**src/logic/core_cfg_pkg.sv**
```systemverilog
`default_nettype none

package core_cfg_pkg;

    // Datapath and register file geometry
    localparam int DATA_WIDTH     = 32;
    localparam int GPR_NUM        = 32;
    localparam int GPR_ADDR_WIDTH = $clog2(GPR_NUM);
    localparam int CSR_ADDR_WIDTH = 14;

    // Implemented CSR numbers
    localparam logic [CSR_ADDR_WIDTH-1:0] CSR_CRMD  = 14'h0000;
    localparam logic [CSR_ADDR_WIDTH-1:0] CSR_PRMD  = 14'h0001;
    localparam logic [CSR_ADDR_WIDTH-1:0] CSR_ERA   = 14'h0006;
    localparam logic [CSR_ADDR_WIDTH-1:0] CSR_SAVE0 = 14'h0030;

    // PLV 0 with direct address translation enabled
    localparam logic [DATA_WIDTH-1:0] CRMD_RESET = 32'h0000_0008;
    localparam logic [1:0]            PLV_USER   = 2'd3;

endpackage

`default_nettype wire

```
**src/logic/core_isa_pkg.sv**
```systemverilog
`default_nettype none

package core_isa_pkg;

    // Major opcode of the CSR class, bits 31..24
    localparam logic [7:0] OP_CSR = 8'h04;

    // rj selects the CSR sub-operation, anything else is exchange
    localparam logic [4:0] CSR_RJ_RD = 5'd0;
    localparam logic [4:0] CSR_RJ_WR = 5'd1;

    // Three-register opcodes, bits 31..15
    localparam logic [16:0] OP3R_ADD = 17'h00020;
    localparam logic [16:0] OP3R_SUB = 17'h00022;
    localparam logic [16:0] OP3R_AND = 17'h00029;
    localparam logic [16:0] OP3R_OR  = 17'h0002a;

    // addi.w opcode, bits 31..22
    localparam logic [9:0] OP_ADDI = 10'h00a;

    typedef enum logic [7:0] {
        ALU_NOP,
        ALU_ADD,
        ALU_SUB,
        ALU_AND,
        ALU_OR,
        ALU_CSRRD,
        ALU_CSRWR,
        ALU_CSRXCHG
    } alu_op_e;

    typedef enum logic [2:0] {
        SEL_NONE,
        SEL_ARITH,
        SEL_LOGIC,
        SEL_CSR
    } alu_sel_e;

    typedef struct packed {
        logic is_pri;
        logic is_csr;
    } special_info_t;

    typedef struct packed {
        logic [7:0]  opcode;
        logic [13:0] csr_num;
        logic [4:0]  rj;
        logic [4:0]  rd;
    } csr_fmt_t;

    // addi.w si12 sits in opcode[6:0] and rk
    typedef struct packed {
        logic [16:0] opcode;
        logic [4:0]  rk;
        logic [4:0]  rj;
        logic [4:0]  rd;
    } reg_fmt_t;

    typedef union packed {
        csr_fmt_t csr_fmt;
        reg_fmt_t reg_fmt;
    } instr_u;

endpackage

`default_nettype wire

```
**src/logic/decode_if.sv**
```systemverilog
`timescale 1ns/10ps
`default_nettype none

interface decode_if
    import core_cfg_pkg::*;
    import core_isa_pkg::*;
();

    logic                          valid;
    // Bit 0 is port 0, bit 1 is port 1
    logic [1:0]                    reg_read_valid;
    logic [2*GPR_ADDR_WIDTH-1:0]   reg_read_addr;
    logic                          use_imm;
    logic [DATA_WIDTH-1:0]         imm;
    logic                          reg_write_valid;
    logic [GPR_ADDR_WIDTH-1:0]     reg_write_addr;
    alu_op_e                       aluop;
    alu_sel_e                      alusel;
    logic                          kernel_instr;
    special_info_t                 special_info;

    modport source (
        output valid, reg_read_valid, reg_read_addr, use_imm, imm,
        output reg_write_valid, reg_write_addr, aluop, alusel,
        output kernel_instr, special_info
    );

    modport sink (
        input valid, reg_read_valid, reg_read_addr, use_imm, imm,
        input reg_write_valid, reg_write_addr, aluop, alusel,
        input kernel_instr, special_info
    );

endinterface

`default_nettype wire

```
**src/logic/decoder_csr.sv**
```systemverilog
`timescale 1ns/10ps
`default_nettype none

module decoder_csr
    import core_cfg_pkg::*;
    import core_isa_pkg::*;
(
    input  instr_u          instr_i,
    decode_if.source        dec_o
);

    logic [4:0]                rd;
    logic [4:0]                rj;
    logic [CSR_ADDR_WIDTH-1:0] csr_num;

    assign rd      = instr_i.csr_fmt.rd;
    assign rj      = instr_i.csr_fmt.rj;
    assign csr_num = instr_i.csr_fmt.csr_num;

    always_comb begin
        // Everything zero unless the word is a CSR instruction
        dec_o.valid           = 1'b0;
        dec_o.reg_read_valid  = 2'b00;
        dec_o.reg_read_addr   = '0;
        dec_o.use_imm         = 1'b0;
        dec_o.imm             = '0;
        dec_o.reg_write_valid = 1'b0;
        dec_o.reg_write_addr  = '0;
        dec_o.aluop           = ALU_NOP;
        dec_o.alusel          = SEL_NONE;
        dec_o.kernel_instr    = 1'b0;
        dec_o.special_info    = '0;

        if (instr_i.csr_fmt.opcode == OP_CSR) begin
            dec_o.valid               = 1'b1;
            dec_o.reg_write_valid     = 1'b1;
            dec_o.reg_write_addr      = rd;
            dec_o.imm                 = {{(DATA_WIDTH-CSR_ADDR_WIDTH){1'b0}}, csr_num};
            dec_o.alusel              = SEL_CSR;
            dec_o.kernel_instr        = 1'b1;
            dec_o.special_info.is_pri = 1'b1;
            dec_o.special_info.is_csr = 1'b1;

            case (rj)
                CSR_RJ_RD: begin
                    dec_o.aluop = ALU_CSRRD;
                end
                CSR_RJ_WR: begin
                    // Old rd value becomes the new CSR value
                    dec_o.aluop          = ALU_CSRWR;
                    dec_o.reg_read_valid = 2'b01;
                    dec_o.reg_read_addr  = {5'b0, rd};
                end
                default: begin
                    // rj names the mask register
                    dec_o.aluop          = ALU_CSRXCHG;
                    dec_o.reg_read_valid = 2'b11;
                    dec_o.reg_read_addr  = {rj, rd};
                end
            endcase
        end
    end

endmodule

`default_nettype wire

```
**src/logic/decoder_alu.sv**
```systemverilog
`timescale 1ns/10ps
`default_nettype none

module decoder_alu
    import core_cfg_pkg::*;
    import core_isa_pkg::*;
(
    input  instr_u          instr_i,
    decode_if.source        dec_o
);

    logic [16:0] op17;
    logic [11:0] si12;

    assign op17 = instr_i.reg_fmt.opcode;
    assign si12 = {instr_i.reg_fmt.opcode[6:0], instr_i.reg_fmt.rk};

    always_comb begin
        dec_o.valid           = 1'b0;
        dec_o.reg_read_valid  = 2'b00;
        dec_o.reg_read_addr   = '0;
        dec_o.use_imm         = 1'b0;
        dec_o.imm             = '0;
        dec_o.reg_write_valid = 1'b0;
        dec_o.reg_write_addr  = '0;
        dec_o.aluop           = ALU_NOP;
        dec_o.alusel          = SEL_NONE;
        dec_o.kernel_instr    = 1'b0;
        dec_o.special_info    = '0;

        if (op17 inside {OP3R_ADD, OP3R_SUB, OP3R_AND, OP3R_OR}) begin
            // rj on port 0, rk on port 1
            dec_o.valid           = 1'b1;
            dec_o.reg_read_valid  = 2'b11;
            dec_o.reg_read_addr   = {instr_i.reg_fmt.rk, instr_i.reg_fmt.rj};
            dec_o.reg_write_valid = 1'b1;
            dec_o.reg_write_addr  = instr_i.reg_fmt.rd;
            case (op17)
                OP3R_ADD: dec_o.aluop = ALU_ADD;
                OP3R_SUB: dec_o.aluop = ALU_SUB;
                OP3R_AND: dec_o.aluop = ALU_AND;
                default:  dec_o.aluop = ALU_OR;
            endcase
            if (op17 inside {OP3R_ADD, OP3R_SUB}) begin
                dec_o.alusel = SEL_ARITH;
            end else begin
                dec_o.alusel = SEL_LOGIC;
            end
        end else if (op17[16:7] == OP_ADDI) begin
            dec_o.valid           = 1'b1;
            dec_o.reg_read_valid  = 2'b01;
            dec_o.reg_read_addr   = {{GPR_ADDR_WIDTH{1'b0}}, instr_i.reg_fmt.rj};
            dec_o.use_imm         = 1'b1;
            dec_o.imm             = {{(DATA_WIDTH-12){si12[11]}}, si12};
            dec_o.reg_write_valid = 1'b1;
            dec_o.reg_write_addr  = instr_i.reg_fmt.rd;
            dec_o.aluop           = ALU_ADD;
            dec_o.alusel          = SEL_ARITH;
        end
    end

endmodule

`default_nettype wire

```
**src/logic/decode_arbiter.sv**
```systemverilog
`timescale 1ns/10ps
`default_nettype none

module decode_arbiter (
    decode_if.sink    csr_i,
    decode_if.sink    alu_i,
    decode_if.source  bus_o,
    output logic      illegal_o
);

    // Fixed priority, CSR first; an invalid peer drives all zeros
    always_comb begin
        if (csr_i.valid) begin
            bus_o.valid           = csr_i.valid;
            bus_o.reg_read_valid  = csr_i.reg_read_valid;
            bus_o.reg_read_addr   = csr_i.reg_read_addr;
            bus_o.use_imm         = csr_i.use_imm;
            bus_o.imm             = csr_i.imm;
            bus_o.reg_write_valid = csr_i.reg_write_valid;
            bus_o.reg_write_addr  = csr_i.reg_write_addr;
            bus_o.aluop           = csr_i.aluop;
            bus_o.alusel          = csr_i.alusel;
            bus_o.kernel_instr    = csr_i.kernel_instr;
            bus_o.special_info    = csr_i.special_info;
        end else begin
            bus_o.valid           = alu_i.valid;
            bus_o.reg_read_valid  = alu_i.reg_read_valid;
            bus_o.reg_read_addr   = alu_i.reg_read_addr;
            bus_o.use_imm         = alu_i.use_imm;
            bus_o.imm             = alu_i.imm;
            bus_o.reg_write_valid = alu_i.reg_write_valid;
            bus_o.reg_write_addr  = alu_i.reg_write_addr;
            bus_o.aluop           = alu_i.aluop;
            bus_o.alusel          = alu_i.alusel;
            bus_o.kernel_instr    = alu_i.kernel_instr;
            bus_o.special_info    = alu_i.special_info;
        end
    end

    assign illegal_o = !csr_i.valid && !alu_i.valid;

    // Opcode spaces of the two decoders must not overlap
    always_comb begin
        a_one_hot_decode: assert final (!(csr_i.valid && alu_i.valid));
    end

endmodule

`default_nettype wire

```
**src/logic/csr_file.sv**
```systemverilog
`timescale 1ns/10ps
`default_nettype none

module csr_file
    import core_cfg_pkg::*;
    import core_isa_pkg::*;
(
    input  logic                      clk,
    input  logic                      rst_n_i,
    input  logic                      csr_en_i,
    input  alu_op_e                   csr_op_i,
    input  logic [CSR_ADDR_WIDTH-1:0] csr_num_i,
    input  logic [DATA_WIDTH-1:0]     csr_wdata_i,
    input  logic [DATA_WIDTH-1:0]     csr_mask_i,
    output logic [DATA_WIDTH-1:0]     csr_rdata_o,
    output logic [1:0]                plv_o
);

    logic [DATA_WIDTH-1:0] crmd_q;
    logic [DATA_WIDTH-1:0] prmd_q;
    logic [DATA_WIDTH-1:0] era_q;
    logic [DATA_WIDTH-1:0] save0_q;
    logic [DATA_WIDTH-1:0] new_val;
    logic                  wr_en;

    // Unimplemented numbers read as zero
    always_comb begin
        case (csr_num_i)
            CSR_CRMD:  csr_rdata_o = crmd_q;
            CSR_PRMD:  csr_rdata_o = prmd_q;
            CSR_ERA:   csr_rdata_o = era_q;
            CSR_SAVE0: csr_rdata_o = save0_q;
            default:   csr_rdata_o = '0;
        endcase
    end

    // Exchange replaces only the masked bits
    assign new_val = (csr_op_i == ALU_CSRWR) ? csr_wdata_i :
                     ((csr_rdata_o & ~csr_mask_i) | (csr_wdata_i & csr_mask_i));
    assign wr_en   = csr_en_i && (csr_op_i != ALU_CSRRD);

    always_ff @(posedge clk or negedge rst_n_i) begin
        if (!rst_n_i) begin
            crmd_q  <= CRMD_RESET;
            prmd_q  <= '0;
            era_q   <= '0;
            save0_q <= '0;
        end else if (wr_en) begin
            case (csr_num_i)
                CSR_CRMD:  crmd_q  <= new_val;
                CSR_PRMD:  prmd_q  <= new_val;
                CSR_ERA:   era_q   <= new_val;
                CSR_SAVE0: save0_q <= new_val;
                default: ;
            endcase
        end
    end

    assign plv_o = crmd_q[1:0];

    a_csr_op_legal: assert property (@(posedge clk) disable iff (!rst_n_i)
        csr_en_i |-> (csr_op_i inside {ALU_CSRRD, ALU_CSRWR, ALU_CSRXCHG}));

endmodule

`default_nettype wire

```
**src/logic/exec_unit.sv**
```systemverilog
`timescale 1ns/10ps
`default_nettype none

module exec_unit
    import core_cfg_pkg::*;
    import core_isa_pkg::*;
(
    input  logic                      clk,
    input  logic                      rst_n_i,
    input  logic                      instr_valid_i,
    decode_if.sink                    bus_i,
    input  logic                      illegal_i,
    output logic                      csr_en_o,
    output alu_op_e                   csr_op_o,
    output logic [CSR_ADDR_WIDTH-1:0] csr_num_o,
    output logic [DATA_WIDTH-1:0]     csr_wdata_o,
    output logic [DATA_WIDTH-1:0]     csr_mask_o,
    input  logic [DATA_WIDTH-1:0]     csr_rdata_i,
    input  logic [1:0]                plv_i,
    output logic                      wb_valid_o,
    output logic [GPR_ADDR_WIDTH-1:0] wb_addr_o,
    output logic [DATA_WIDTH-1:0]     wb_data_o,
    output logic                      illegal_o,
    output logic                      priv_fault_o
);

    logic [DATA_WIDTH-1:0]     gpr_q [GPR_NUM];
    logic [GPR_ADDR_WIDTH-1:0] raddr0;
    logic [GPR_ADDR_WIDTH-1:0] raddr1;
    logic [DATA_WIDTH-1:0]     rdata0;
    logic [DATA_WIDTH-1:0]     rdata1;
    logic [DATA_WIDTH-1:0]     op_b;
    logic [DATA_WIDTH-1:0]     result;
    logic                      fire;
    logic                      priv_fault;
    logic                      gpr_we;

    assign raddr0 = bus_i.reg_read_addr[GPR_ADDR_WIDTH-1:0];
    assign raddr1 = bus_i.reg_read_addr[2*GPR_ADDR_WIDTH-1:GPR_ADDR_WIDTH];
    assign rdata0 = bus_i.reg_read_valid[0] ? gpr_q[raddr0] : '0;
    assign rdata1 = bus_i.reg_read_valid[1] ? gpr_q[raddr1] : '0;
    assign op_b   = bus_i.use_imm ? bus_i.imm : rdata1;

    // Kernel-only instructions fault in user mode and change nothing
    assign fire       = instr_valid_i && bus_i.valid;
    assign priv_fault = fire && (bus_i.kernel_instr || bus_i.special_info.is_pri)
                        && (plv_i == PLV_USER);
    assign gpr_we     = fire && bus_i.reg_write_valid && !priv_fault;

    assign csr_en_o    = fire && bus_i.special_info.is_csr && !priv_fault;
    assign csr_op_o    = bus_i.aluop;
    assign csr_num_o   = bus_i.imm[CSR_ADDR_WIDTH-1:0];
    assign csr_wdata_o = rdata0;
    assign csr_mask_o  = rdata1;

    always_comb begin
        case (bus_i.alusel)
            SEL_ARITH: result = (bus_i.aluop == ALU_SUB) ? (rdata0 - op_b) : (rdata0 + op_b);
            SEL_LOGIC: result = (bus_i.aluop == ALU_AND) ? (rdata0 & op_b) : (rdata0 | op_b);
            SEL_CSR:   result = csr_rdata_i;
            default:   result = '0;
        endcase
    end

    // r0 is never written so it stays zero from reset
    always_ff @(posedge clk or negedge rst_n_i) begin
        if (!rst_n_i) begin
            for (int i = 0; i < GPR_NUM; i++) begin
                gpr_q[i] <= '0;
            end
        end else if (gpr_we && (bus_i.reg_write_addr != '0)) begin
            gpr_q[bus_i.reg_write_addr] <= result;
        end
    end

    always_ff @(posedge clk or negedge rst_n_i) begin
        if (!rst_n_i) begin
            wb_valid_o   <= 1'b0;
            illegal_o    <= 1'b0;
            priv_fault_o <= 1'b0;
        end else begin
            wb_valid_o   <= gpr_we;
            illegal_o    <= instr_valid_i && illegal_i;
            priv_fault_o <= priv_fault;
        end
    end

    // Write-back payload
    always_ff @(posedge clk) begin
        wb_addr_o <= bus_i.reg_write_addr;
        wb_data_o <= result;
    end

    a_wb_not_illegal: assert property (@(posedge clk) disable iff (!rst_n_i)
        !(wb_valid_o && illegal_o));

endmodule

`default_nettype wire

```
**src/logic/decode_exec_top.sv**
```systemverilog
`timescale 1ns/10ps
`default_nettype none

module decode_exec_top
    import core_cfg_pkg::*;
    import core_isa_pkg::*;
(
    input  logic                      clk,
    input  logic                      rst_n_i,
    input  logic                      instr_valid_i,
    input  logic [DATA_WIDTH-1:0]     instr_i,
    output logic                      wb_valid_o,
    output logic [GPR_ADDR_WIDTH-1:0] wb_addr_o,
    output logic [DATA_WIDTH-1:0]     wb_data_o,
    output logic                      illegal_o,
    output logic                      priv_fault_o
);

    logic                      illegal;
    logic                      csr_en;
    alu_op_e                   csr_op;
    logic [CSR_ADDR_WIDTH-1:0] csr_num;
    logic [DATA_WIDTH-1:0]     csr_wdata;
    logic [DATA_WIDTH-1:0]     csr_mask;
    logic [DATA_WIDTH-1:0]     csr_rdata;
    logic [1:0]                plv;

    decode_if dec_csr ();
    decode_if dec_alu ();
    decode_if dec_bus ();

    // Peer decoders see the same word
    decoder_csr i_decoder_csr (
        .instr_i (instr_i),
        .dec_o   (dec_csr.source)
    );

    decoder_alu i_decoder_alu (
        .instr_i (instr_i),
        .dec_o   (dec_alu.source)
    );

    decode_arbiter i_decode_arbiter (
        .csr_i     (dec_csr.sink),
        .alu_i     (dec_alu.sink),
        .bus_o     (dec_bus.source),
        .illegal_o (illegal)
    );

    exec_unit i_exec_unit (
        .clk           (clk),
        .rst_n_i       (rst_n_i),
        .instr_valid_i (instr_valid_i),
        .bus_i         (dec_bus.sink),
        .illegal_i     (illegal),
        .csr_en_o      (csr_en),
        .csr_op_o      (csr_op),
        .csr_num_o     (csr_num),
        .csr_wdata_o   (csr_wdata),
        .csr_mask_o    (csr_mask),
        .csr_rdata_i   (csr_rdata),
        .plv_i         (plv),
        .wb_valid_o    (wb_valid_o),
        .wb_addr_o     (wb_addr_o),
        .wb_data_o     (wb_data_o),
        .illegal_o     (illegal_o),
        .priv_fault_o  (priv_fault_o)
    );

    csr_file i_csr_file (
        .clk         (clk),
        .rst_n_i     (rst_n_i),
        .csr_en_i    (csr_en),
        .csr_op_i    (csr_op),
        .csr_num_i   (csr_num),
        .csr_wdata_i (csr_wdata),
        .csr_mask_i  (csr_mask),
        .csr_rdata_o (csr_rdata),
        .plv_o       (plv)
    );

endmodule

`default_nettype wire

```
**config.mk**
```make
export PLATFORM = sky130hd
export DESIGN_NAME = decode_exec_top
export DESIGN_NICKNAME = d
export VERILOG_FILES = /design/src/logic/core_cfg_pkg.sv /design/src/logic/core_isa_pkg.sv /design/src/logic/decode_if.sv /design/src/logic/decoder_csr.sv /design/src/logic/decoder_alu.sv /design/src/logic/decode_arbiter.sv /design/src/logic/csr_file.sv /design/src/logic/exec_unit.sv /design/src/logic/decode_exec_top.sv
export SDC_FILE = /design/constraint.sdc
export NUM_CORES = 2
export LEC_CHECK = 0
export BUFFER_PORTS_ARGS = -buffer_cell sky130_fd_sc_hd__buf_2
export CAP_MARGIN = 10
export CORE_MARGIN = 4
export CORE_UTILIZATION = 45
export CTS_BUF_LIST = sky130_fd_sc_hd__clkbuf_4
export CTS_CLUSTER_DIAMETER = 200
export DETAILED_ROUTE_END_ITERATION = 7
export SYNTH_ARGS = -nofsm -noshare
export SYNTH_HDL_FRONTEND = slang
export SYNTH_SLANG_ARGS = --single-unit
```
**constraint.sdc**
```tcl
create_clock -name clk -period 6.3 [get_ports clk]
set_clock_uncertainty 0.15 [all_clocks]
set_input_delay 0.945 -clock clk [delete_from_list [all_inputs] [get_ports clk]]
set_output_delay 0.945 -clock clk [all_outputs]
set_load 0.03 [all_outputs]
```
* Word level (Yosys, flattened, before mapping)
Cells that the tools add are included.
Operators by class: multiplexer cells 55, eq/ne operators 18, bitwise gates (word level) 9, add/subtract/negate cells 2, $lt $le $gt $ge 4, reductions and logical operators 25
Operator list (number):
- 1024-bit bitwise mux | 1
- 32-bit 2-to-1 mux | 14
- 32-bit binary-select mux with 5-bit select | 2
- 32-bit demux with 5-bit select | 1
- 32-bit case mux with 4 select lines | 1
- 32-bit bitwise AND | 3
- 32-bit case mux with 3 select lines | 1
- 17-bit by 6-bit equality test with 1-bit output, second input constant | 4
- 32-bit bitwise OR | 2
- 32-bit adder | 1
- 32-bit NOT | 1
- 32-bit subtractor | 1
- 10-bit 2-to-1 mux | 3
- 5-bit 2-to-1 mux | 5
- 8-bit 2-to-1 mux | 3
- 10-bit case mux with 2 select lines | 1
- 6-bit greater-or-equal comparator, second input constant | 3
- 5-bit NOT with 6-bit output | 3
- 8-bit by 2-bit equality test with 1-bit output, second input constant | 2
- 8-bit by 3-bit equality test with 1-bit output, second input constant | 2
- 14-bit by 1-bit equality test with 1-bit output, second input constant | 1
- 14-bit by 3-bit equality test with 1-bit output, second input constant | 1
- 14-bit by 6-bit equality test with 1-bit output, second input constant | 1
- 14-bit logical NOT | 1
- other kinds (21) | 55
Storage, ports and cells: bits of input ports 35, output and inout port bits 40, flip-flop bits (word level) 1192, word-level logic and storage cells 154

* Longest topological paths before layout
depth in word-level cells 14, depth in mapped cells 39, depth with buffers taken out 31

* Modules after synthesis
Synthesis repeated with hierarchy kept, for this count alone.
Second synthesis, totals: cells, all modules 5998, area, all modules 66836.6 um2
By module, submodules not included:
- exec_unit | cells an instance 5115, area an instance 57921.8 um2, sequential area each 26440.4 um2, instances 1
- csr_file | cells an instance 605, area an instance 6725.2 um2, sequential area each 3204.3 um2, instances 1
- decode_arbiter | cells an instance 74, area an instance 903.4 um2, sequential area each 0.0 um2, instances 1
- decoder_csr | cells an instance 102, area an instance 650.6 um2, sequential area each 0.0 um2, instances 1
- decoder_alu | cells an instance 102, area an instance 635.6 um2, sequential area each 0.0 um2, instances 1

* Least setup slack after synthesis
OpenSTA, ideal clock, no wires.
path kind in2reg, start input port instr_i[26], end register i_exec_unit.gpr_q[508] (netlist name), cell stages on the path 36, slack -1.769 ns, library setup time 0.140 ns, required time 6.010 ns, arrival time 7.779 ns, buffers on the path 8, cell sequence buf_2 nor4b_4 nand2_1 nor2_1 nand2_1 o21ai_1 buf_2 buf_2 buf_2 buf_2 buf_2 buf_2 nand2_1 and3_1 a311oi_1 a211oi_1 nor3_1 o21ai_0 ha_1 fa_1 nor2b_1 o21ai_0 a21boi_0 o21ai_0 a21oi_1 nor4_1 o21bai_1 a41oi_1 o311ai_0 o221a_2 a21oi_1 o21ai_0 xor2_1 a21oi_1 buf_2 a21oi_1
On the way: cells in the longest elaborated chain, start to end 14, elaborated cells between the ends (all ways) 87, classes of those cells add/sub: 2; order compare: 2; eq/ne: 14; mux: 51; bitwise: 5; reduce/logical: 13
RTL lines:
- from (decl) | line decode_exec_top.sv:11 | input logic [DATA_WIDTH-1:0] instr_i,
- 17-bit by 6-bit equality test with 1-bit output (on tied branches) | line decoder_alu.sv:31, decoder_alu.sv:38, decoder_alu.sv:44
- 4-bit nonzero test | line decoder_alu.sv:31 | if (op17 inside {OP3R_ADD, OP3R_SUB, OP3R_AND, OP3R_OR}) begin
- 10-bit 2-to-1 mux | line decoder_alu.sv:31
- 10-bit 2-to-1 mux | line decode_arbiter.sv:13 | if (csr_i.valid) begin
- 5-bit NOT with 6-bit output (not written as such) | line exec_unit.sv:41 | assign rdata1 = bus_i.reg_read_valid[1] ? gpr_q[raddr1] : '0;
- 32-bit binary-select mux with 5-bit select | line exec_unit.sv:41
- 32-bit 2-to-1 mux (not written as such) (2 in series) | line exec_unit.sv:41
- 32-bit 2-to-1 mux | line exec_unit.sv:41
- 32-bit 2-to-1 mux | line exec_unit.sv:42 | assign op_b = bus_i.use_imm ? bus_i.imm : rdata1;
- 32-bit adder, or another cell as far along | line exec_unit.sv:58 | SEL_ARITH: result = (bus_i.aluop == ALU_SUB) ? (rdata0 - op_b) : (rdata0 + op_b);
- 32-bit 2-to-1 mux (on tied branches) | line exec_unit.sv:58, exec_unit.sv:59
- 32-bit case mux with 3 select lines | line exec_unit.sv:57 | case (bus_i.alusel)
- 1024-bit bitwise mux | line exec_unit.sv:72 | gpr_q[bus_i.reg_write_addr] <= result;
- to (signal, indexed assignment) | line exec_unit.sv:72
- to (decl) | line exec_unit.sv:27 | logic [DATA_WIDTH-1:0] gpr_q [GPR_NUM];
Several ways; a longest one is shown, not always the timed one. The select of a mux whose other input is x is not followed. A chain may end at the register's enable or synchronous reset.

* Final worst setup path
start input port instr_i[30], end register i_exec_unit.gpr_q[216] (netlist name)
The elaborated chain is that of the path after synthesis.

==> results.md <==
* Status: complete, but fails checks
* Failing checks: design-rule violations, negative setup slack
* Syn nets at 8508
* Most frequent cells in the layout: nand2_1 (2385), dfrtp_1 (1154), o21ai_0 (1043)
* Starting density of the core at 0.453
* Met2 Track Usage GR at 0.617
* Cell Rows at 141
* Yosys top cell area share at 0.430
* Vias in the first global route at 69800
* First-pass GRT wire length at 495000 µm
* Congestion Overflow GR at 0
* Most Crowded Layer GR: met2
* GPL Wtd Cong at 1.03
* CTS HTree Levels at 5
* Top post-synthesis cells by area: dfrtp_1 (43%), nand2_1 (14%), o21ai_0 (8.1%)
* PnR worst setup slack at -0.605 ns
* Initial DRC Count at 9341
* GR Util met3 at 0.157
* Post-DRT Antenna Nets at 0
* Leak at 37.0 nW
* Total core area at 148000 µm²
* Share of cells above drive strength 1 at 0.235
* Slowest-stage cell, CP: or4_4
* Min-delay worst type: input pin to async pin
* CTS tree: yes
* Reg clk slew, reported paths at 0.07 ns
* Global Route Usage Sum at 0.432
* CP Capture Type: flip-flop
* Latest clock arrival within the worst-skew pair at about 1.4 ns
* Setup Viol. Count Final at 471
* WL per Instance at between 30 and 40 µm
* Worst VDD drop at approximately 240 µV
* Largest net degree at the start of global routing at 157
* Area of the multi-input gates at between 30000 and 40000 µm²
* CTS Buf Count at 347
* RSZ-0062 raised after global routing: yes
* Setup total negative slack at -140.01 ns
* FF+latch count, synth at 1192
* Setup CP Type: input pin to flip-flop
* Max Freq at 0.145 GHz
* CP Launch Type: input pin
* Dpl ws at -2.80 ns
* Clk sinks at 1192
* Initial antenna violation count at 24
* Final wirelength at around 350000 µm
* Via count at about 74000
* CP arrival at 8.00 ns
* PwrDens at between 150 and 200 nW/µm²
* Max clock buf depth at 4
* Ports at 75
* Final Hold Viols at 0
* Fin crit share at 1.10
* Vias/cell at 6.40
* Fillers at 13800
* IO buf count at 74
* Largest fanout on the critical path at 7
* DR DRC count at 12
* Area Growth Syn to Fin at 26.5%
* Area leader, netlist: dfrtp_1
* Max_cap viols at 0
* Die Area at 155000 µm²
* Post-synthesis cell count at approximately 8400
* Worst Tran Pin Value at 1.30 ns
* Die H at 394 µm
* Synthesized area per cell at roughly 8.0 µm²
* Mapped cell area at 67100 µm²
* CP peak stage delay at 0.58 ns
* Asr flop ratio synth at 0.969
* Worst Reg-to-Reg Cells at 30
* Die width at 394 µm
* GR Util met1 at 0.562
* Nets at 9400
* Register area at 29600 µm²
* Post-synth EDFFs at 0
* Tot Pwr at around 0.016 W
* Slew Viols, Final at 0
* Most common cell after layout, fill and taps aside: nand2_1
* Total number of yosys warnings at 0
* TritonRoute pass-1 iters at 8
* Placed Area at 77500 µm²
* Crit path time final at 6.90 ns
* Flop-to-flop setup slack at 0.39 ns
* Synth Flop Type: dfrtp_1
* Critical path required time at 7.40 ns
* Seq/Total Area, Yosys at 0.442
* Slew headroom at 0.136
* Design Area, Final at roughly 85000 µm²
* HPWL after DPL at 231000 µm
* Root buf cell: clkbuf_4
* Yosys cell types at 98
## critical path: cells and delay by family
kind	cells	cell delay, ns
compound gates	14	2.31
buf+inv	11	1.61
simple gates	9	2.38
xor+xnor	1	0.20
fa+ha+maj	2	0.48
mux	1	0.07
## sequential cells by signal (all words and copies together) (netlist names)
register                  count
i_exec_unit.gpr_q          1024
i_csr_file.crmd_q            32
i_csr_file.era_q             32
i_csr_file.prmd_q            32
i_csr_file.save0_q           32
i_exec_unit.wb_data_o        32
i_exec_unit.wb_addr_o         5
i_exec_unit.illegal_o         1
i_exec_unit.priv_fault_o      1
i_exec_unit.wb_valid_o        1
## cells by family (layout without fill, tap and decap cells)
logic type | after synthesis | count (layout) | share of synthesized area
AND/OR/NAND/NOR | 3640 | 3640 | 0.232
AO/OA/AOI/OAI | 2409 | 2409 | 0.222
flip-flops | 1192 | 1192 | 0.442
buffers and inverters | 866 | 1999 | 0.0537
multiplexers | 212 | 212 | 0.0325
XOR/XNOR | 61 | 61 | 0.00796
adder cells (fa/ha/maj) | 58 | 58 | 0.0101
other | 0 | 28 | 0
## area by class of cell
cell class | count | area share
Multi-Input combinational cell | 6380 | 0.421
Sequential cell | 1192 | 0.349
Timing Repair Buffer | 1322 | 0.146
Clock buffer | 526 | 0.0465
Tap cell | 1930 | 0.0284
Clock inverter | 64 | 0.00414
Inverter | 87 | 0.00385
Antenna cell | 28 | 0.000825
## power by group
| group | total (W) | internal, W | switching, W |
|---|---|---|---|
| clock | 0.00749 | 0.00393 | 0.00356 |
| sequential | 0.00765 | 0.00765 | 0.000000134 |
| combinational | 0.000467 | 0.000144 | 0.000324 |
## final timing paths
check,start,end
worst max-delay path,instr_i[30],i_exec_unit.gpr_q[216]
worst min-delay path,rst_n_i,i_exec_unit.gpr_q[209]
worst max register to register,i_exec_unit.gpr_q[481],i_exec_unit.gpr_q[216]
worst min register to register,i_exec_unit.gpr_q[1000],i_exec_unit.gpr_q[1000]
max in group asynchronous,rst_n_i,i_exec_unit.gpr_q[768]
min in group clk,instr_i[2],i_exec_unit.wb_addr_o[2]
## stage by stage
step | cells | utilization | hold slack [ns]
after detailed placement | 10800 | 0.523 | 0.233
final | 11500 | 0.574 | 0.0975
after global routing | 11500 | 0.573 | 0.0510
after global placement | 10800 | 0.523 | 0.232
after CTS | 11500 | 0.569 | 0.0218
after floorplan | 8438 | - | 0.284
## cells in the mapped netlist, drive strengths merged (20+ instances only)
cell type and instances:
a21boi 29, ha 34, inv 85, a222oi 20, mux2i 163, nand2 2429, and3 344, a31oi 233
nand4 39, xnor2 30, nor2 335, clkbuf 547, dfrtp 1154, o22ai 23, nor3 125, buf 232
a21o 33, xor2 31, and2 23, o21ai 1092, nand3 241, maj3 23, mux2 49, a21oi 305
nor4 23, a211oi 267, a2111oi 24, dfxtp 37, a32oi 35, a311oi 132, a221oi 33
## routing by layer
layer / vias up / share of wire
met4: 18 / 0.069
met5: - / 0.00092
met1: 35600 / 0.38
met2: 5066 / 0.41
met3: 1297 / 0.13
li1: 31800 / -
## timing repair
action / in CTS / in global routing
cloned: 21 / 1
gates resized for setup: 283 / 85
pin swaps: 67 / 65
endpoints found under the setup margin: 711 / 518
endpoints found under the hold margin: 83 / 0
hold buffers: 2 / 0
setup buffers: 68 / 32
Note: power is estimated with default switching activity, not from simulation.
